File: src/swarm_cfg_pkg.sv
package swarm_cfg_pkg;

   // array sizing
   localparam int N_TILES      = 4;
   localparam int LOG_TSB_SIZE = 3;
   localparam int TSB_SIZE     = 2 ** LOG_TSB_SIZE;
   localparam int TQ_DEPTH     = 4;

   // wishbone word addresses
   localparam logic [1:0] TSB_REG_N_TILES = 2'd0;
   localparam logic [1:0] TSB_REG_HASH    = 2'd1;
   localparam logic [1:0] TSB_REG_VALID   = 2'd2;
   localparam logic [1:0] TSB_REG_COUNT   = 2'd3;

   // one key per hashed locale bit
   localparam logic [0:15][31:0] hash_keys = {
      32'h7a3e91c5, 32'h1f06d2b8, 32'hc4597e03, 32'h38b2a6f1,
      32'h9e0d4c57, 32'h52f8b31a, 32'hd16a0e9c, 32'h0b7c55e2,
      32'h6e93f4a0, 32'ha2c81d37, 32'h4d05b96e, 32'hf7e2603b,
      32'h2958ca14, 32'hb03f7d89, 32'h85a1e2c6, 32'h13d94f7d
   };

endpackage

File: src/swarm_types_pkg.sv
package swarm_types_pkg;

   // all ones means no timestamp
   typedef logic [15:0] ts_t;

   typedef logic [31:0] locale_t;

   typedef struct packed {
      ts_t         ts;
      locale_t     locale;
      logic [15:0] payload;
   } task_t;

   typedef logic [1:0] tile_id_t;

   typedef logic [2:0] tsb_entry_id_t;

   // bumped each time a tile queue slot is dequeued
   typedef logic [3:0] epoch_t;

   typedef logic [1:0] tq_slot_t;

   typedef logic [3:0] cq_slot_t;

   typedef logic [1:0] child_id_t;

endpackage

File: src/swarm_tsb_sys.sv
`timescale 1ns/1ps

module swarm_tsb_sys import swarm_cfg_pkg::*, swarm_types_pkg::*; (
   input  logic                 clk,
   input  logic                 rstn,
   input  logic                 s_valid,
   output logic                 s_ready,
   input  task_t                s_task,
   input  logic                 s_tied,
   input  cq_slot_t             s_cq_slot,
   input  child_id_t            s_child_id,
   input  logic                 retry_valid,
   output logic                 retry_ready,
   input  tsb_entry_id_t        retry_id,
   input  logic                 retry_abort,
   input  logic                 retry_tied,
   output logic                 m_resp_valid,
   input  logic                 m_resp_ready,
   output logic                 m_resp_ack,
   output tsb_entry_id_t        m_resp_id,
   output epoch_t               m_resp_epoch,
   output tq_slot_t             m_resp_slot,
   output tile_id_t             m_resp_tile,
   output cq_slot_t             m_resp_cq_slot,
   output child_id_t            m_resp_child_id,
   input  logic                 wb_cyc,
   input  logic                 wb_stb,
   input  logic                 wb_we,
   input  logic [1:0]           wb_adr,
   input  logic [31:0]          wb_dat_w,
   output logic [31:0]          wb_dat_r,
   output logic                 wb_ack,
   output ts_t                  lvt,
   output logic                 empty,
   output logic                 almost_full,
   output logic [N_TILES-1:0]   deq_valid,
   input  logic [N_TILES-1:0]   deq_ready,
   output task_t [N_TILES-1:0]  deq_task
);

   logic                        enq_valid;
   logic                        enq_ready;
   task_t                       enq_task;
   tile_id_t                    enq_dest;
   tsb_entry_id_t               enq_id;
   logic                        resp_valid;
   logic                        resp_ready;
   logic                        resp_ack;
   tsb_entry_id_t               resp_id;
   epoch_t                      resp_epoch;
   tq_slot_t                    resp_slot;
   logic [N_TILES-1:0]          tq_enq_valid;
   logic [N_TILES-1:0]          tq_enq_ready;
   task_t                       tq_enq_task;
   tsb_entry_id_t               tq_enq_id;
   logic [N_TILES-1:0]          tq_resp_valid;
   logic [N_TILES-1:0]          tq_resp_ready;
   logic [N_TILES-1:0]          tq_resp_ack;
   tsb_entry_id_t [N_TILES-1:0] tq_resp_id;
   epoch_t [N_TILES-1:0]        tq_resp_epoch;
   tq_slot_t [N_TILES-1:0]      tq_resp_slot;

   // tied flag on the enqueue stays at the sender, tiles keep no copy
   task_sender i_sender (
      .clk, .rstn,
      .s_valid, .s_ready, .s_task, .s_tied, .s_cq_slot, .s_child_id,
      .retry_valid, .retry_ready, .retry_id, .retry_abort, .retry_tied,
      .enq_valid, .enq_ready, .enq_task, .enq_tied (), .enq_dest, .enq_id,
      .resp_valid, .resp_ready, .resp_ack, .resp_id, .resp_epoch, .resp_slot,
      .m_resp_valid, .m_resp_ready, .m_resp_ack, .m_resp_id, .m_resp_epoch,
      .m_resp_slot, .m_resp_tile, .m_resp_cq_slot, .m_resp_child_id,
      .wb_cyc, .wb_stb, .wb_we, .wb_adr, .wb_dat_w, .wb_dat_r, .wb_ack,
      .lvt, .empty, .almost_full
   );

   task_noc i_noc (
      .clk, .rstn,
      .enq_valid, .enq_ready, .enq_task, .enq_dest, .enq_id,
      .resp_valid, .resp_ready, .resp_ack, .resp_id, .resp_epoch, .resp_slot,
      .tq_enq_valid, .tq_enq_ready, .tq_enq_task, .tq_enq_id,
      .tq_resp_valid, .tq_resp_ready, .tq_resp_ack, .tq_resp_id,
      .tq_resp_epoch, .tq_resp_slot
   );

   for (genvar t = 0; t < N_TILES; t++) begin : gen_tile
      tile_task_queue i_tq (
         .clk        (clk),
         .rstn       (rstn),
         .enq_valid  (tq_enq_valid[t]),
         .enq_ready  (tq_enq_ready[t]),
         .enq_task   (tq_enq_task),
         .enq_id     (tq_enq_id),
         .resp_valid (tq_resp_valid[t]),
         .resp_ready (tq_resp_ready[t]),
         .resp_ack   (tq_resp_ack[t]),
         .resp_id    (tq_resp_id[t]),
         .resp_epoch (tq_resp_epoch[t]),
         .resp_slot  (tq_resp_slot[t]),
         .deq_valid  (deq_valid[t]),
         .deq_ready  (deq_ready[t]),
         .deq_task   (deq_task[t])
      );
   end

endmodule

File: src/task_noc.sv
`timescale 1ns/1ps

module task_noc import swarm_cfg_pkg::*, swarm_types_pkg::*; (
   input  logic                          clk,
   input  logic                          rstn,
   input  logic                          enq_valid,
   output logic                          enq_ready,
   input  task_t                         enq_task,
   input  tile_id_t                      enq_dest,
   input  tsb_entry_id_t                 enq_id,
   output logic                          resp_valid,
   input  logic                          resp_ready,
   output logic                          resp_ack,
   output tsb_entry_id_t                 resp_id,
   output epoch_t                        resp_epoch,
   output tq_slot_t                      resp_slot,
   output logic [N_TILES-1:0]            tq_enq_valid,
   input  logic [N_TILES-1:0]            tq_enq_ready,
   output task_t                         tq_enq_task,
   output tsb_entry_id_t                 tq_enq_id,
   input  logic [N_TILES-1:0]            tq_resp_valid,
   output logic [N_TILES-1:0]            tq_resp_ready,
   input  logic [N_TILES-1:0]            tq_resp_ack,
   input  tsb_entry_id_t [N_TILES-1:0]   tq_resp_id,
   input  epoch_t [N_TILES-1:0]          tq_resp_epoch,
   input  tq_slot_t [N_TILES-1:0]        tq_resp_slot
);

   tile_id_t rr_ptr;
   tile_id_t grant;
   logic     found;

   // enqueue goes only to the addressed tile
   assign tq_enq_valid = enq_valid ? (N_TILES'(1) << enq_dest) : '0;
   assign enq_ready    = tq_enq_ready[enq_dest];
   assign tq_enq_task  = enq_task;
   assign tq_enq_id    = enq_id;

   // first pending tile at or after the pointer
   always_comb begin
      tile_id_t idx;
      found = 1'b0;
      grant = rr_ptr;
      for (int k = 0; k < N_TILES; k++) begin
         idx = rr_ptr + tile_id_t'(k);
         if (!found && tq_resp_valid[idx]) begin
            found = 1'b1;
            grant = idx;
         end
      end
   end

   assign resp_valid    = found;
   assign resp_ack      = tq_resp_ack[grant];
   assign resp_id       = tq_resp_id[grant];
   assign resp_epoch    = tq_resp_epoch[grant];
   assign resp_slot     = tq_resp_slot[grant];
   assign tq_resp_ready = (found && resp_ready) ? (N_TILES'(1) << grant) : '0;

   always_ff @(posedge clk) begin
      if (!rstn) begin
         rr_ptr <= '0;
      end else if (found && resp_ready) begin
         rr_ptr <= grant + 1'b1;
      end
   end

endmodule

File: src/task_sender.sv
`timescale 1ns/1ps

module task_sender import swarm_cfg_pkg::*, swarm_types_pkg::*; (
   input  logic          clk,
   input  logic          rstn,
   input  logic          s_valid,
   output logic          s_ready,
   input  task_t         s_task,
   input  logic          s_tied,
   input  cq_slot_t      s_cq_slot,
   input  child_id_t     s_child_id,
   input  logic          retry_valid,
   output logic          retry_ready,
   input  tsb_entry_id_t retry_id,
   input  logic          retry_abort,
   input  logic          retry_tied,
   output logic          enq_valid,
   input  logic          enq_ready,
   output task_t         enq_task,
   output logic          enq_tied,
   output tile_id_t      enq_dest,
   output tsb_entry_id_t enq_id,
   input  logic          resp_valid,
   output logic          resp_ready,
   input  logic          resp_ack,
   input  tsb_entry_id_t resp_id,
   input  epoch_t        resp_epoch,
   input  tq_slot_t      resp_slot,
   output logic          m_resp_valid,
   input  logic          m_resp_ready,
   output logic          m_resp_ack,
   output tsb_entry_id_t m_resp_id,
   output epoch_t        m_resp_epoch,
   output tq_slot_t      m_resp_slot,
   output tile_id_t      m_resp_tile,
   output cq_slot_t      m_resp_cq_slot,
   output child_id_t     m_resp_child_id,
   input  logic          wb_cyc,
   input  logic          wb_stb,
   input  logic          wb_we,
   input  logic [1:0]    wb_adr,
   input  logic [31:0]   wb_dat_w,
   output logic [31:0]   wb_dat_r,
   output logic          wb_ack,
   output ts_t           lvt,
   output logic          empty,
   output logic          almost_full
);

   logic [TSB_SIZE-1:0]   entry_valid;
   task_t                 entry_task     [TSB_SIZE];
   tile_id_t              entry_tile     [TSB_SIZE];
   logic                  entry_tied     [TSB_SIZE];
   cq_slot_t              entry_cq_slot  [TSB_SIZE];
   child_id_t             entry_child_id [TSB_SIZE];
   logic [TSB_SIZE-1:0]   set_mask;
   logic [TSB_SIZE-1:0]   clr_mask;
   logic [LOG_TSB_SIZE:0] count;
   logic [2:0]            n_tiles;
   logic                  use_hash;
   tile_id_t              hash_dest;
   tsb_entry_id_t         free_id;
   tsb_entry_id_t         scan_id;
   ts_t                   scan_min;
   logic                  enq_free;
   logic                  s_fire;
   logic                  retry_fire;
   logic                  reissue;
   logic                  abort_fire;
   logic                  resp_fire;
   logic                  ack_fire;
   logic                  fwd_resp;
   logic                  wb_req;

   tile_hash i_hash (
      .locale   (s_task.locale),
      .use_hash (use_hash),
      .n_tiles  (n_tiles),
      .dest     (hash_dest)
   );

   // lowest free entry
   always_comb begin
      free_id = '0;
      for (int i = TSB_SIZE - 1; i >= 0; i--) begin
         if (!entry_valid[i]) begin
            free_id = tsb_entry_id_t'(i);
         end
      end
   end

   assign enq_free    = !enq_valid || enq_ready;
   assign s_ready     = enq_free && !(&entry_valid);
   assign s_fire      = s_valid && s_ready;
   // new tasks go ahead of retries
   assign retry_ready = enq_free && !s_fire;
   assign retry_fire  = retry_valid && retry_ready;
   assign reissue     = retry_fire && !retry_abort;
   assign abort_fire  = retry_fire && retry_abort;
   // a stalled child manager holds off every tile
   assign resp_ready  = !m_resp_valid;
   assign resp_fire   = resp_valid && resp_ready;
   assign ack_fire    = resp_fire && resp_ack;
   assign fwd_resp    = resp_fire && entry_tied[resp_id];

   assign set_mask = s_fire ? (TSB_SIZE'(1) << free_id) : '0;
   assign clr_mask = (abort_fire ? (TSB_SIZE'(1) << retry_id) : '0)
                   | (ack_fire ? (TSB_SIZE'(1) << resp_id) : '0);

   always_ff @(posedge clk) begin
      if (!rstn) begin
         entry_valid <= '0;
         count       <= '0;
         enq_valid   <= 1'b0;
      end else begin
         entry_valid <= (entry_valid & ~clr_mask) | set_mask;
         count       <= count + (LOG_TSB_SIZE + 1)'(s_fire)
                              - (LOG_TSB_SIZE + 1)'(ack_fire)
                              - (LOG_TSB_SIZE + 1)'(abort_fire);
         if (s_fire || reissue) begin
            enq_valid <= 1'b1;
         end else if (enq_ready) begin
            enq_valid <= 1'b0;
         end
      end
   end

   always_ff @(posedge clk) begin
      if (s_fire) begin
         enq_task                <= s_task;
         enq_tied                <= s_tied;
         enq_dest                <= hash_dest;
         enq_id                  <= free_id;
         entry_task[free_id]     <= s_task;
         entry_tile[free_id]     <= hash_dest;
         entry_tied[free_id]     <= s_tied;
         entry_cq_slot[free_id]  <= s_cq_slot;
         entry_child_id[free_id] <= s_child_id;
      end else if (reissue) begin
         enq_task             <= entry_task[retry_id];
         enq_tied             <= retry_tied;
         enq_dest             <= entry_tile[retry_id];
         enq_id               <= retry_id;
         entry_tied[retry_id] <= retry_tied;
      end
   end

   // tied responses only, held until the child manager takes them
   always_ff @(posedge clk) begin
      if (!rstn) begin
         m_resp_valid <= 1'b0;
      end else if (fwd_resp) begin
         m_resp_valid <= 1'b1;
      end else if (m_resp_ready) begin
         m_resp_valid <= 1'b0;
      end
   end

   always_ff @(posedge clk) begin
      if (fwd_resp) begin
         m_resp_ack      <= resp_ack;
         m_resp_id       <= resp_id;
         m_resp_epoch    <= resp_epoch;
         m_resp_slot     <= resp_slot;
         m_resp_tile     <= entry_tile[resp_id];
         m_resp_cq_slot  <= entry_cq_slot[resp_id];
         m_resp_child_id <= entry_child_id[resp_id];
      end
   end

   assign empty       = entry_valid == '0;
   assign almost_full = count > (TSB_SIZE - 4);

   // one entry per cycle, result published at the wrap
   always_ff @(posedge clk) begin
      if (!rstn) begin
         scan_id  <= '0;
         scan_min <= '1;
         lvt      <= '1;
      end else begin
         scan_id <= scan_id + 1'b1;
         if (scan_id == '0) begin
            lvt      <= scan_min;
            scan_min <= entry_valid[0] ? entry_task[0].ts : '1;
         end else if (entry_valid[scan_id] && (entry_task[scan_id].ts < scan_min)) begin
            scan_min <= entry_task[scan_id].ts;
         end
      end
   end

   assign wb_req = wb_cyc && wb_stb && !wb_ack;

   always_ff @(posedge clk) begin
      if (!rstn) begin
         wb_ack   <= 1'b0;
         n_tiles  <= 3'(N_TILES);
         use_hash <= 1'b0;
      end else begin
         wb_ack <= wb_req;
         if (wb_req && wb_we) begin
            case (wb_adr)
               TSB_REG_N_TILES: begin
                  n_tiles <= wb_dat_w[2:0];
               end
               TSB_REG_HASH: begin
                  use_hash <= wb_dat_w[0];
               end
               default: begin
               end
            endcase
         end
      end
   end

   always_ff @(posedge clk) begin
      if (wb_req) begin
         case (wb_adr)
            TSB_REG_N_TILES: wb_dat_r <= {29'd0, n_tiles};
            TSB_REG_HASH:    wb_dat_r <= {31'd0, use_hash};
            TSB_REG_VALID:   wb_dat_r <= {{(32 - TSB_SIZE){1'b0}}, entry_valid};
            TSB_REG_COUNT:   wb_dat_r <= {{(31 - LOG_TSB_SIZE){1'b0}}, count};
         endcase
      end
   end

endmodule

File: src/tile_hash.sv
`timescale 1ns/1ps

module tile_hash import swarm_cfg_pkg::*, swarm_types_pkg::*; (
   input  locale_t    locale,
   input  logic       use_hash,
   input  logic [2:0] n_tiles,
   output tile_id_t   dest
);

   logic [15:0] hashed;
   logic [15:0] rem3;

   // low nibble of the locale never takes part
   for (genvar i = 0; i < 16; i++) begin : gen_bit
      assign hashed[i] = use_hash ? ^(locale[31:4] & hash_keys[i][31:4]) : locale[i + 4];
   end

   assign rem3 = hashed % 16'd3;

   always_comb begin
      case (n_tiles)
         3'd1: begin
            dest = 2'd0;
         end
         3'd2: begin
            dest = {1'b0, hashed[0]};
         end
         3'd3: begin
            dest = rem3[1:0];
         end
         default: begin
            dest = hashed[1:0];
         end
      endcase
   end

endmodule

File: src/tile_task_queue.sv
`timescale 1ns/1ps

module tile_task_queue import swarm_cfg_pkg::*, swarm_types_pkg::*; (
   input  logic          clk,
   input  logic          rstn,
   input  logic          enq_valid,
   output logic          enq_ready,
   input  task_t         enq_task,
   input  tsb_entry_id_t enq_id,
   output logic          resp_valid,
   input  logic          resp_ready,
   output logic          resp_ack,
   output tsb_entry_id_t resp_id,
   output epoch_t        resp_epoch,
   output tq_slot_t      resp_slot,
   output logic          deq_valid,
   input  logic          deq_ready,
   output task_t         deq_task
);

   task_t      mem   [TQ_DEPTH];
   epoch_t     epoch [TQ_DEPTH];
   tq_slot_t   wr_ptr;
   tq_slot_t   rd_ptr;
   logic [2:0] used;
   logic       full;
   logic       enq_fire;
   logic       push;
   logic       pop;

   assign full      = used == TQ_DEPTH;
   // one response in flight per tile
   assign enq_ready = !resp_valid;
   assign enq_fire  = enq_valid && enq_ready;
   assign push      = enq_fire && !full;
   assign deq_valid = used != '0;
   assign deq_task  = mem[rd_ptr];
   assign pop       = deq_valid && deq_ready;

   always_ff @(posedge clk) begin
      if (!rstn) begin
         resp_valid <= 1'b0;
         wr_ptr     <= '0;
         rd_ptr     <= '0;
         used       <= '0;
         for (int i = 0; i < TQ_DEPTH; i++) begin
            epoch[i] <= '0;
         end
      end else begin
         if (enq_fire) begin
            resp_valid <= 1'b1;
         end else if (resp_ready) begin
            resp_valid <= 1'b0;
         end
         if (push) begin
            wr_ptr <= wr_ptr + 1'b1;
         end
         if (pop) begin
            rd_ptr        <= rd_ptr + 1'b1;
            epoch[rd_ptr] <= epoch[rd_ptr] + 1'b1;
         end
         used <= used + {2'b00, push} - {2'b00, pop};
      end
   end

   // nack when no slot is free
   always_ff @(posedge clk) begin
      if (push) begin
         mem[wr_ptr] <= enq_task;
      end
      if (enq_fire) begin
         resp_ack   <= !full;
         resp_id    <= enq_id;
         resp_slot  <= wr_ptr;
         resp_epoch <= epoch[wr_ptr];
      end
   end

endmodule
File: config.mk
export PLATFORM = sky130hd
export DESIGN_NAME = swarm_tsb_sys
export DESIGN_NICKNAME = d
export VERILOG_FILES = /design/src/swarm_cfg_pkg.sv /design/src/swarm_types_pkg.sv /design/src/swarm_tsb_sys.sv /design/src/task_noc.sv /design/src/task_sender.sv /design/src/tile_hash.sv /design/src/tile_task_queue.sv
export SDC_FILE = /design/constraint.sdc
export NUM_CORES = 2
export LEC_CHECK = 0
export BUFFER_PORTS_ARGS = -buffer_cell sky130_fd_sc_hd__buf_2
export CAP_MARGIN = 20
export CORE_AREA = 4 4 512 387
export CTS_CLUSTER_SIZE = 28
export DETAILED_ROUTE_END_ITERATION = 16
export DIE_AREA = 0 0 516 391
export PLACE_DENSITY_LB_ADDON = 0.08
export RECOVER_POWER = 50
export SETUP_SLACK_MARGIN = 0.4
export SYNTH_ARGS = -nofsm -noshare
export SYNTH_HDL_FRONTEND = slang
export SYNTH_HIERARCHICAL = 1
export SYNTH_SLANG_ARGS = --single-unit
export TNS_END_PERCENT = 10
File: constraint.sdc
create_clock -name clk -period 24.6 [get_ports clk]
set_input_delay 2.46 -clock clk [delete_from_list [all_inputs] [get_ports clk]]
set_output_delay 2.46 -clock clk [all_outputs]
set_load 0.02 [all_outputs]
==> run_results.csv <==
group,metric,value,unit
worst_setup_path,r2r_setup_slack,14160,ps
timing,setup_tns,0,ps
cts,cts_made_buffers,192,
cts,post_cts_resized,0,
die,num_rows,140,
place,placed_cell_area,0.08139,mm2
die,core_area,0.1934,mm2
worst_setup_path,r2r_start,"i_sender/enq_dest[0]",
global_route,grt_overflow,0,
layout,fin_area,0.08761,mm2
power,power,8.375,mW
global_route,grt_usage,20.42,%
cts,root_buffer,"clkbuf_16",
worst_setup_path,rr_worst_depth,6,
worst_setup_path,path_class,"input pin to register",
worst_setup_path,reg2reg_to,"i_sender/enq_task[14]",
route,dr.first_iter.drc_count,3476,
timing,finalWorstSetupSlack,13950,ps
global_route,grt_pass1_wl,295300,um
route,avgViaCountPerCell,5.438,
place,dpl.hpwl,127600,um
timing,fin_skew,43.41,ps
cts,path_clk_slew,70,ps
place,routabilityCongestion,0.8010,
run_status,status,"finished, violations left",
layout,final_cells,7098,
worst_setup_path,crit_start,"s_valid",
cts,hold_buffers,0,
timing,finalHoldViolations,0,
timing,worst_pin_slew,7478,ps
route,first_pass_iters,5,
die,start_util,39.79,%
worst_setup_path,cp.arrival,11130,ps
cts,post_cts_buffers,0,
die,dieArea,0.2018,mm2
global_route,grt_pass1_vias,38920,
route,avgRoutedWirePerCell,29.20,um
worst_setup_path,crit_end,"i_sender/enq_task[14]",
die,ioPinCount,454,
route,drtAntennaViolNets,0,
worst_setup_path,startpoint_type,"input pin",
cts,cts_sinks,1903,
route,routed-via-count,38600,
cts,worstSkewPairLatency,820,ps
place,port-buffer-count,400,
synthesis,avgSynthCellArea,19.50,um2
layout,fillers,16640,
timing,fmax,93.90,MHz
layout,nets,4539,
min_path,hp-class,"register to register",
layout,final_cell_mix,"1807 x edfxtp_1, 474 x mux4_2, 324 x buf_2",
worst_setup_path,path_max_fanout,139,
cts,clockBufferDepth,3,
timing,finalSetupViolations,0,
power,power_density,95.59,mW/mm2
timing,slew_headroom,-398.5,%
synthesis,synthesis.area,0.07695,mm2
place,place_ws,14520,ps
run_status,violations,"capacitance limit, slew limit",
run,maxCapViolations,17,
cts,h-tree-depth,4,
power,power.leakage,28.65,nW
worst_setup_path,cp_data_required_time,25080,ps
die,die_w,516,um
global_route,antenna_found_initial,29,
timing,rsz0062_at_grt,"no",
layout,syn_to_final_growth,13.86,%
power,vdd_drop_max,0.00006677,V
timing,layout_min_cycle_time,10650,ps
route,drcViolationCount,0,
timing,fin_crit_sh,43.29,%
synthesis,yosysWarnings,6,
layout,layout.cells.most_common,"edfxtp_1",
synthesis,synthCells,3946,
timing,maxSlewViolCount,680,
cts,cts_tree,"done",
global_route,grt_max_degree,140,
place,dp.cells,6721,
route,routed_wl,207300,um
layout,drive_gt1_share,27.22,%
worst_setup_path,end_kind,"register",
die,die_h,391,um
[layout make-up]
| type | instances | area [um2] | share of cell area [%] |
|---|---|---|---|
| diodes | 12 | 30.03 | 0.03428 |
| clock buffers | 239 | 5064 | 5.780 |
| clock inverters | 125 | 1345 | 1.535 |
| inverters | 87 | 327.8 | 0.3742 |
| multi-input cells | 1706 | 18990 | 21.68 |
| flip-flops and latches | 1903 | 56220 | 64.17 |
| well taps | 2556 | 3198 | 3.650 |
| repair buffers | 470 | 2437 | 2.782 |
[where the power goes]
group | switching, mW | total [mW] | internal, mW
Clock | 1.27 | 2.97 | 1.70
Combinational | 0.945 | 1.57 | 0.622
Sequential | 0.141 | 3.84 | 3.70
Total | 2.35 | 8.37 | 6.02
[registers in the layout, summed over array words and instances (netlist names), 8 cells and up, named ones only]
signal / cells
gen_tile.i_tq/mem: 1024
i_sender/entry_task: 512
gen_tile.i_tq/epoch: 64
i_sender/enq_task: 64
i_sender/entry_cq_slot: 32
gen_tile.i_tq/resp_epoch: 16
i_sender/entry_child_id: 16
i_sender/entry_tile: 16
i_sender/lvt: 16
i_sender/scan_min: 16
gen_tile.i_tq/resp_id: 12
gen_tile.i_tq/used: 12
gen_tile.i_tq/rd_ptr: 8
gen_tile.i_tq/resp_slot: 8
gen_tile.i_tq/wr_ptr: 8
i_sender/entry_tied: 8
i_sender/entry_valid: 8
i_sender/wb_dat_r: 8
[how the worst min path moves through the flow]
stage	startpoint	end	depth (start not counted)
CTS	i_sender/lvt[1]	i_sender/lvt[1]	2
floorplan	i_sender/scan_min[0]	i_sender/lvt[0]	2
global placement	i_sender/lvt[0]	i_sender/lvt[0]	2
detailed placement	i_sender/lvt[2]	i_sender/lvt[2]	2
finish	i_sender/lvt[0]	i_sender/lvt[0]	2
global route	i_sender/lvt[0]	i_sender/lvt[0]	2
[worst max-delay path, cell delays in order]
cell and delay, ps:
clkbuf_1 140, o311ai_4 100, clkbuf_1 5100, nand2_4 2320
buf_4 840
[routing by layer]
layer  part of all wire, %  GRT usage, %
met1                    46         30.34
met2                    46         31.87
met3                   5.5         3.772
met4                   1.7         3.782
met5                 0.014             0
[stage by stage]
step / utilization (%) / hold slack (ps)
4_1_cts: 45.40 / 485.8
6_report: 45.30 / 482.7
3_5_place_dp: 42.09 / 470.9
2_1_floorplan: - / 455.2
5_1_grt: 45.29 / 493.6
3_3_place_gp: 42.09 / 460.3
Note: power is estimated with default switching activity, not from simulation.
